**config.mk**
```make
export PLATFORM = sky130hd
export DESIGN_NAME = dadda_mul
export DESIGN_NICKNAME = d
export VERILOG_FILES = /design/src/rtl/mul_pkg.sv /design/src/rtl/mul_operand_prep.sv /design/src/rtl/dadda_stage.sv /design/src/rtl/mul_final_add.sv /design/src/rtl/dadda_mul.sv
export SDC_FILE = /design/constraint.sdc
export NUM_CORES = 1
export LEC_CHECK = 0
export ABC_CLOCK_PERIOD_IN_PS = 5000
export BUFFER_PORTS_ARGS = -buffer_cell sky130_fd_sc_hd__buf_2
export CAP_MARGIN = 20
export CORE_UTILIZATION = 65
export CTS_CLUSTER_DIAMETER = 60
export CTS_CLUSTER_SIZE = 16
export DETAILED_ROUTE_END_ITERATION = 10
export PLACE_DENSITY = 0.85
export SYNTH_ARGS = -nofsm -noshare
export SYNTH_HDL_FRONTEND = slang
export SYNTH_SLANG_ARGS = --single-unit
```
**constraint.sdc**
```tcl
create_clock -name clk -period 5 [get_ports clk]
set_input_delay 1 -clock clk [delete_from_list [all_inputs] [get_ports clk]]
set_output_delay 1 -clock clk [all_outputs]
set_load 0.01 [all_outputs]
```
**src/rtl/mul_pkg.sv**
```systemverilog
// dadda multiplier shared definitions
package mul_pkg;

    localparam int OP_W       = 16;
    localparam int PROD_W     = 2 * OP_W;
    localparam int NUM_STAGES = 6;
    localparam int MAX_H      = OP_W;
    localparam int MATRIX_W   = PROD_W * MAX_H;
    localparam int LATENCY    = NUM_STAGES + 2;

    // target column height of each reduction level
    localparam int DADDA_H [NUM_STAGES] = '{13, 9, 6, 4, 3, 2};

    // one product word, read whole or as two halves
    typedef union packed {
        logic [PROD_W-1:0] full;
        struct packed {
            logic [OP_W-1:0] hi;
            logic [OP_W-1:0] lo;
        } halves;
    } prod_word_t;

    // live bits in column col after the given number of levels
    function automatic int pp_col_height(input int col, input int stages);
        logic [PROD_W-1:0][7:0] h;
        int total;
        int cin;
        int excess;
        for (int c = 0; c < PROD_W; c++)
        begin
            h[c] = (c < OP_W) ? 8'(c + 1) : 8'(PROD_W - 1 - c);
        end
        for (int s = 0; s < stages; s++)
        begin
            cin = 0;
            for (int c = 0; c < PROD_W; c++)
            begin
                total  = int'(h[c]) + cin;
                excess = (total > DADDA_H[s]) ? total - DADDA_H[s] : 0;
                cin    = (excess + 1) / 2;
                h[c]   = 8'(total - excess);
            end
        end
        return int'(h[col]);
    endfunction

endpackage

```
**src/rtl/mul_operand_prep.sv**
```systemverilog
// operand magnitudes and partial products
`timescale 1ns/1ps

module mul_operand_prep
    import mul_pkg::*;
(
    input  logic                clk,
    input  logic                rst_n,
    input  logic                in_valid,
    input  logic                mode,
    input  logic [OP_W-1:0]     a,
    input  logic [OP_W-1:0]     b,
    output logic                valid_out,
    output logic                neg_out,
    output logic [MATRIX_W-1:0] matrix_out
);

    logic                a_neg;
    logic                b_neg;
    logic [OP_W-1:0]     a_mag;
    logic [OP_W-1:0]     b_mag;
    logic [MATRIX_W-1:0] pp;

    // signed operands only count as negative in mode 1
    assign a_neg = mode & a[OP_W-1];
    assign b_neg = mode & b[OP_W-1];
    assign a_mag = (a ^ {OP_W{a_neg}}) + OP_W'(a_neg);
    assign b_mag = (b ^ {OP_W{b_neg}}) + OP_W'(b_neg);

    // bit a[j]&b[i] lands in column i+j, packed to the low end of the column
    always_comb
    begin
        pp = '0;
        for (int i = 0; i < OP_W; i++)
        begin
            for (int j = 0; j < OP_W; j++)
            begin
                if (i + j < OP_W)
                begin
                    pp[(i + j) * MAX_H + i] = a_mag[j] & b_mag[i];
                end
                else
                begin
                    pp[(i + j) * MAX_H + OP_W - 1 - j] = a_mag[j] & b_mag[i];
                end
            end
        end
    end

    always_ff @(posedge clk or negedge rst_n)
    begin
        if (!rst_n)
            valid_out <= 1'b0;
        else
            valid_out <= in_valid;
    end

    always_ff @(posedge clk)
    begin
        neg_out    <= a_neg ^ b_neg;
        matrix_out <= pp;
    end

endmodule

```
**src/rtl/dadda_stage.sv**
```systemverilog
// one dadda reduction level
`timescale 1ns/1ps

module dadda_stage
    import mul_pkg::*;
#(
    parameter int TARGET = 2
) (
    input  logic                clk,
    input  logic                rst_n,
    input  logic                valid_in,
    input  logic                neg_in,
    input  logic [MATRIX_W-1:0] matrix_in,
    output logic                valid_out,
    output logic                neg_out,
    output logic [MATRIX_W-1:0] matrix_out
);

    function automatic int level_of(input int t);
        int lvl;
        lvl = 0;
        for (int k = 0; k < NUM_STAGES; k++)
        begin
            if (DADDA_H[k] == t)
                lvl = k;
        end
        return lvl;
    endfunction

    // levels already applied to the incoming matrix
    localparam int LEVEL = level_of(TARGET);

    function automatic int carries_into(input int col);
        int cin;
        int tot;
        cin = 0;
        for (int k = 0; k < col; k++)
        begin
            tot = pp_col_height(k, LEVEL) + cin;
            cin = (tot > TARGET) ? (tot - TARGET + 1) / 2 : 0;
        end
        return cin;
    endfunction

    logic [PROD_W-1:0][MAX_H-1:0] carry_in;
    logic [MATRIX_W-1:0]          reduced;

    assign carry_in[0] = '0;

    for (genvar c = 0; c < PROD_W; c++)
    begin : g_col
        localparam int HIN    = pp_col_height(c, LEVEL);
        localparam int CIN    = carries_into(c);
        localparam int TOT    = HIN + CIN;
        localparam int EXCESS = (TOT > TARGET) ? TOT - TARGET : 0;
        localparam int NFA    = EXCESS / 2;
        localparam int NHA    = EXCESS % 2;
        localparam int NUSED  = 3 * NFA + 2 * NHA;
        localparam int NKEEP  = HIN - NUSED;

        logic [MAX_H-1:0] col_in;
        logic [MAX_H-1:0] col_out;
        logic [MAX_H-1:0] cout;

        assign col_in = matrix_in[c * MAX_H +: MAX_H];

        // sums first, then untouched bits, then carries from below
        always_comb
        begin
            col_out = '0;
            for (int f = 0; f < NFA; f++)
            begin
                col_out[f] = ^col_in[3 * f +: 3];
            end
            if (NHA != 0)
            begin
                col_out[NFA] = col_in[3 * NFA] ^ col_in[3 * NFA + 1];
            end
            for (int i = 0; i < NKEEP; i++)
            begin
                col_out[NFA + NHA + i] = col_in[NUSED + i];
            end
            for (int j = 0; j < CIN; j++)
            begin
                col_out[NFA + NHA + NKEEP + j] = carry_in[c][j];
            end
        end

        // carries passed up to the next column
        always_comb
        begin
            cout = '0;
            for (int f = 0; f < NFA; f++)
            begin
                cout[f] = (col_in[3 * f] & col_in[3 * f + 1]) |
                          (col_in[3 * f + 2] & (col_in[3 * f] ^ col_in[3 * f + 1]));
            end
            if (NHA != 0)
            begin
                cout[NFA] = col_in[3 * NFA] & col_in[3 * NFA + 1];
            end
        end

        assign reduced[c * MAX_H +: MAX_H] = col_out;

        // a carry out of the top column has weight 2^PROD_W and is dropped
        if (c < PROD_W - 1)
        begin : g_carry
            assign carry_in[c + 1] = cout;
        end
    end

    always_ff @(posedge clk or negedge rst_n)
    begin
        if (!rst_n)
            valid_out <= 1'b0;
        else
            valid_out <= valid_in;
    end

    always_ff @(posedge clk)
    begin
        neg_out    <= neg_in;
        matrix_out <= reduced;
    end

endmodule

```
**src/rtl/mul_final_add.sv**
```systemverilog
// final carry-propagate add and sign restore
`timescale 1ns/1ps

module mul_final_add
    import mul_pkg::*;
(
    input  logic                clk,
    input  logic                rst_n,
    input  logic                valid_in,
    input  logic                neg_in,
    input  logic [MATRIX_W-1:0] matrix_in,
    output logic                valid_out,
    output prod_word_t          product
);

    logic [PROD_W-1:0] row_a;
    logic [PROD_W-1:0] row_b;
    logic [PROD_W-1:0] sum;
    logic [PROD_W-1:0] result;

    // only the two lowest bits of each column are still live
    always_comb
    begin
        for (int c = 0; c < PROD_W; c++)
        begin
            row_a[c] = matrix_in[c * MAX_H];
            row_b[c] = matrix_in[c * MAX_H + 1];
        end
    end

    assign sum = row_a + row_b;

    // two's complement when exactly one operand was negative
    assign result = (sum ^ {PROD_W{neg_in}}) + PROD_W'(neg_in);

    always_ff @(posedge clk or negedge rst_n)
    begin
        if (!rst_n)
        begin
            valid_out    <= 1'b0;
            product.full <= '0;
        end
        else
        begin
            valid_out    <= valid_in;
            product.full <= result;
        end
    end

endmodule

```
**src/rtl/dadda_mul.sv**
```systemverilog
// pipelined dadda multiplier top
`timescale 1ns/1ps

module dadda_mul
    import mul_pkg::*;
(
    input  logic            clk,
    input  logic            rst_n,
    input  logic            in_valid,
    input  logic            mode,
    input  logic [OP_W-1:0] a,
    input  logic [OP_W-1:0] b,
    output logic            out_valid,
    output logic [OP_W-1:0] hi,
    output logic [OP_W-1:0] lo
);

    // index k holds the matrix entering reduction level k
    logic [NUM_STAGES:0] st_valid;
    logic [NUM_STAGES:0] st_neg;
    logic [MATRIX_W-1:0] st_matrix [NUM_STAGES+1];
    prod_word_t          product;

    mul_operand_prep u_prep (
        .clk        (clk),
        .rst_n      (rst_n),
        .in_valid   (in_valid),
        .mode       (mode),
        .a          (a),
        .b          (b),
        .valid_out  (st_valid[0]),
        .neg_out    (st_neg[0]),
        .matrix_out (st_matrix[0])
    );

    for (genvar k = 0; k < NUM_STAGES; k++)
    begin : g_stage
        dadda_stage #(
            .TARGET (DADDA_H[k])
        ) u_stage (
            .clk        (clk),
            .rst_n      (rst_n),
            .valid_in   (st_valid[k]),
            .neg_in     (st_neg[k]),
            .matrix_in  (st_matrix[k]),
            .valid_out  (st_valid[k + 1]),
            .neg_out    (st_neg[k + 1]),
            .matrix_out (st_matrix[k + 1])
        );
    end

    mul_final_add u_final (
        .clk       (clk),
        .rst_n     (rst_n),
        .valid_in  (st_valid[NUM_STAGES]),
        .neg_in    (st_neg[NUM_STAGES]),
        .matrix_in (st_matrix[NUM_STAGES]),
        .valid_out (out_valid),
        .product   (product)
    );

    assign hi = product.halves.hi;
    assign lo = product.halves.lo;

endmodule

```
==> flow_summary_export.csv <==
group,metric,value,unit
run_status,status,"completed",
setup_path,setup.worst_path.start,"mode",
hold_path,hold_path_class,"flop to flop",
clock_network,htreeDepth,3,
setup_path,worstSetupPathType,"input pin to flop",
sta,fmax,252,MHz
sta,fin_tns_setup,0,ps
grt,grt_first_pass_wirelength,108,mm
sta,worst_slew_pin_slew,946,ps
clock_network,clock_latency,640,ps
power_and_ir_drop,clkPwrFrac,25.9,%
die,die_w,227,um
grt,track_usage,29.1,%
place,gp_congestion,0.851,
setup_path,cp_slowest_stage_delay,580,ps
routing,drc,0,
setup_path,startpoint_type,"input pin",
routing,drtPass1Iterations,5,
sta,fin_crit_sh,79.5,%
grt,grt.overflow.total,0,
setup_path,crit_chain,"buf_2 > nand2_1 > inv_1 > ha_1 > ha_1 > nand2_1 > a21oi_1 > nand2_1 > o21ai_0 > a21oi_1 > xnor2_1 > buf_4 > nor2_1",
setup_path,cp.required,5470,ps
setup_path,arrival,4440,ps
synth,avgSynthCellArea,14.6,um^2
synth,synth_compound_area_share,3.20,%
setup_path,cp_common_cell,"nand2_1",
sta,fin_crit,3970,ps
final_layout,final_nets,2667,
die,start_util,66.5,%
place,hpwl,42.1,mm
synth,synth_most_common_cell,"dfxtp_1",
routing,vias_per_cell,5.45,
place,dpl.cell_count,2961,
power_and_ir_drop,intPower,16.5,mW
synth,synth_edf_count,0,
sta,hold_violations,0,
synth,synth_seq_area_share,72.5,%
grt,grt_pass1_vias,18276,
clock_network,cts_hold_buffers,0,
routing,wire_per_inst,23.8,um
clock_network,clkSlewWorstSetupHoldPaths,70,ps
synth,yosysUniqueCellTypes,69,
setup_path,crit_buf_inv,3,
sta,slew_viol_final,0,
place,portBuffers,68,
setup_path,cp_max_fo,17,
die,core_area,49400,um^2
flow_run,maxCapViolCount,0,
sta,slew_headroom,36.9,%
final_layout,final_cells,3061,
hold_path,hold_start,"u_prep.matrix_out[81]$_DFF_P_",
clock_network,clockBufferDepth,3,
synth,async_reset_ff_share,3.40,%
setup_path,reg2reg_from,"g_stage[5].u_stage.matrix_out[16]$_DFF_P_",
sta,worst_clock_skew,24.5,ps
synth,syn_inst,2247,
clock_network,cts_buffers,85,
synth,netlist_area,32800,um^2
synth,yosys-mux-area-fraction,0.339,%
synth,ys_seq_elements,1178,
setup_path,critPathSlowestCell,"inv_1",
power_and_ir_drop,p_sw,7.15,mW
grt,antenna_found_initial,0,
synth,synth-warning-count,0,
synth,yosys.area_share.simple,6.10,%
sta,setup_viol,0,
synth,synthAdderAreaFrac,13.9,%
synth,synth_top_area_share,69.4,%
synth,synthTopCellsByCount,"dfxtp_1, nor2_1, fa_1",
power_and_ir_drop,switching_share,30.2,%
die,ios,69,
final_layout,diodes,0,
clock_network,clkSinkCount,1178,
power_and_ir_drop,power_frac_comb,21.3,%
setup_path,crit_family,"buffers and inverters",
synth,synth_top_family_by_area,"adder cells",
sta,rsz0062_at_grt,"false",
die,die_y,227,um
power_and_ir_drop,vdd.ir_drop.worst,312,uV
synth,synth-xor-area-share,3.14,%
final_layout,drive_above_1_share,9.18,%
clock_network,ctsResizeCount,0,
synth,synth.top_cells.by_area,"dfxtp_1, fa_1, nor2_1, dfrtp_1, xnor2_1",
routing,drtIter0Drc,1352,
synth,synth_fp_nets,2530,
setup_path,end_kind,"flop",
final_layout,area_growth,10.7,%
clock_network,post-cts-setup-buffers,0,
power_and_ir_drop,seq_power_share,52.8,%
routing,wl,72.9,mm
synth,synth_top_area_cell,"dfxtp_1",
power_and_ir_drop,powerDensity,651,nW/um^2
die,dieArea,51400,um^2
routing,num_vias,16669,
synth,synth_ff_type,"dfxtp_1",
power_and_ir_drop,p_leak,15.4,nW
clock_network,cts_tree,"yes",
die,fp-row-count,81,
routing,postRouteAntennaNets,0,
clock_network,root_buffer,"clkbuf_16",
grt,grt_max_degree,41,
per-layer routing:
metal | vias to the layer above | routed length [um] | GRT usage [%]
met2 | 761 | 37500 | 51.9
met5 | - | 0 | 0
met1 | 8312 | 28000 | 34.1
met4 | 0 | 3230 | 14.0
met3 | 207 | 4090 | 4.43
li1 | 7389 | - | -
state kept, by name (all words and copies together), names as in the netlist:
name	count
u_prep.neg_out	1
g_stage.u_stage.neg_out	6
u_prep.valid_out	1
g_stage.u_stage.matrix_out	875
u_final.valid_out	1
g_stage.u_stage.valid_out	6
u_prep.matrix_out	256
u_final.product	32
through the flow:
| step | worst slack, ps | cell area [um^2] | total power [mW] | util, % | hold slack [ps] |
|---|---|---|---|---|---|
| after detailed placement | 943 | 34000 | 17.3 | 68.9 | 312 |
| after global routing | 821 | 36300 | 24.6 | 73.5 | 326 |
| after floorplan | 1380 | 32800 | 15.4 | - | 310 |
| final | 1030 | 36300 | 23.6 | 73.5 | 321 |
| after global placement | 1030 | 34000 | 16.8 | 68.9 | 309 |
| after CTS | 1200 | 36300 | 23.7 | 73.5 | 317 |
area by class of cell:
cell class / count / area, um^2
clock inverter: 12 / 150
timing repair buffer: 98 / 566
sequential: 1178 / 23800
fill: 2651 / 13100
tap: 664 / 831
multi-input combinational: 1001 / 8760
inverter: 20 / 75.1
clock buffer: 88 / 2140
logic make-up after synthesis:
| family | after synthesis |
|---|---|
| AOI/OAI and AO/OA | 166 |
| xor gates and xnor gates | 116 |
| adders and majority gates | 247 |
| buffers and inverters | 68 |
| DFF | 1178 |
| muxes | 11 |
| and+or+nand+nor | 461 |
power groups by stage:
stage | Clock, mW | Sequential [mW] | Combinational [mW]
3_5_place_dp | 0 | 12.6 | 4.72
6_report | 6.13 | 12.5 | 5.03
4_1_cts | 6.20 | 12.5 | 4.97
5_1_grt | 6.58 | 12.6 | 5.43
2_1_floorplan | 0 | 12.3 | 3.06
3_3_place_gp | 0 | 12.4 | 4.39
layout by cell type (no fill, tap or decap), types with 5 or more instances in the layout:
cell type,Yosys,final
nand4_1,6,6
o211ai_1,10,10
nor2_1,310,310
a31oi_1,7,7
clkbuf_16,0,85
inv_1,19,19
nand3_1,16,16
xor2_1,33,33
buf_2,8,68
nand2_1,55,55
nor3_1,10,10
dfrtp_1,40,40
buf_4,0,30
and3_1,9,9
nand2b_1,11,11
a21oi_1,57,57
xnor2_1,81,81
a21o_1,8,8
o21ai_0,38,38
fa_1,196,196
ha_1,51,51
inv_6,0,5
and2_1,7,7
mux2i_1,10,10
nor4_1,6,6
dfxtp_1,1138,1137
o21a_1,5,5
o22ai_1,6,6
or3_1,8,8
path summary, 6_finish.rpt:
path | end | slack, ps | cells after the start
hold reg to reg | g_stage[0].u_stage.matrix_out[81]$_DFF_P_ | 320 | 0
setup reg to reg | u_final.product[29]$_DFF_PN0_ | 1260 | 13
min in group asynchronous | g_stage[5].u_stage.valid_out$_DFF_PN0_ | 450 | 1
setup / recovery | u_prep.matrix_out[465]$_DFF_P_ | 1030 | 13
max in group asynchronous | u_final.product[12]$_DFF_PN0_ | 4060 | 1
hold / removal | g_stage[0].u_stage.matrix_out[81]$_DFF_P_ | 320 | 0
No activity file was read; power rests on OpenSTA's default activity.
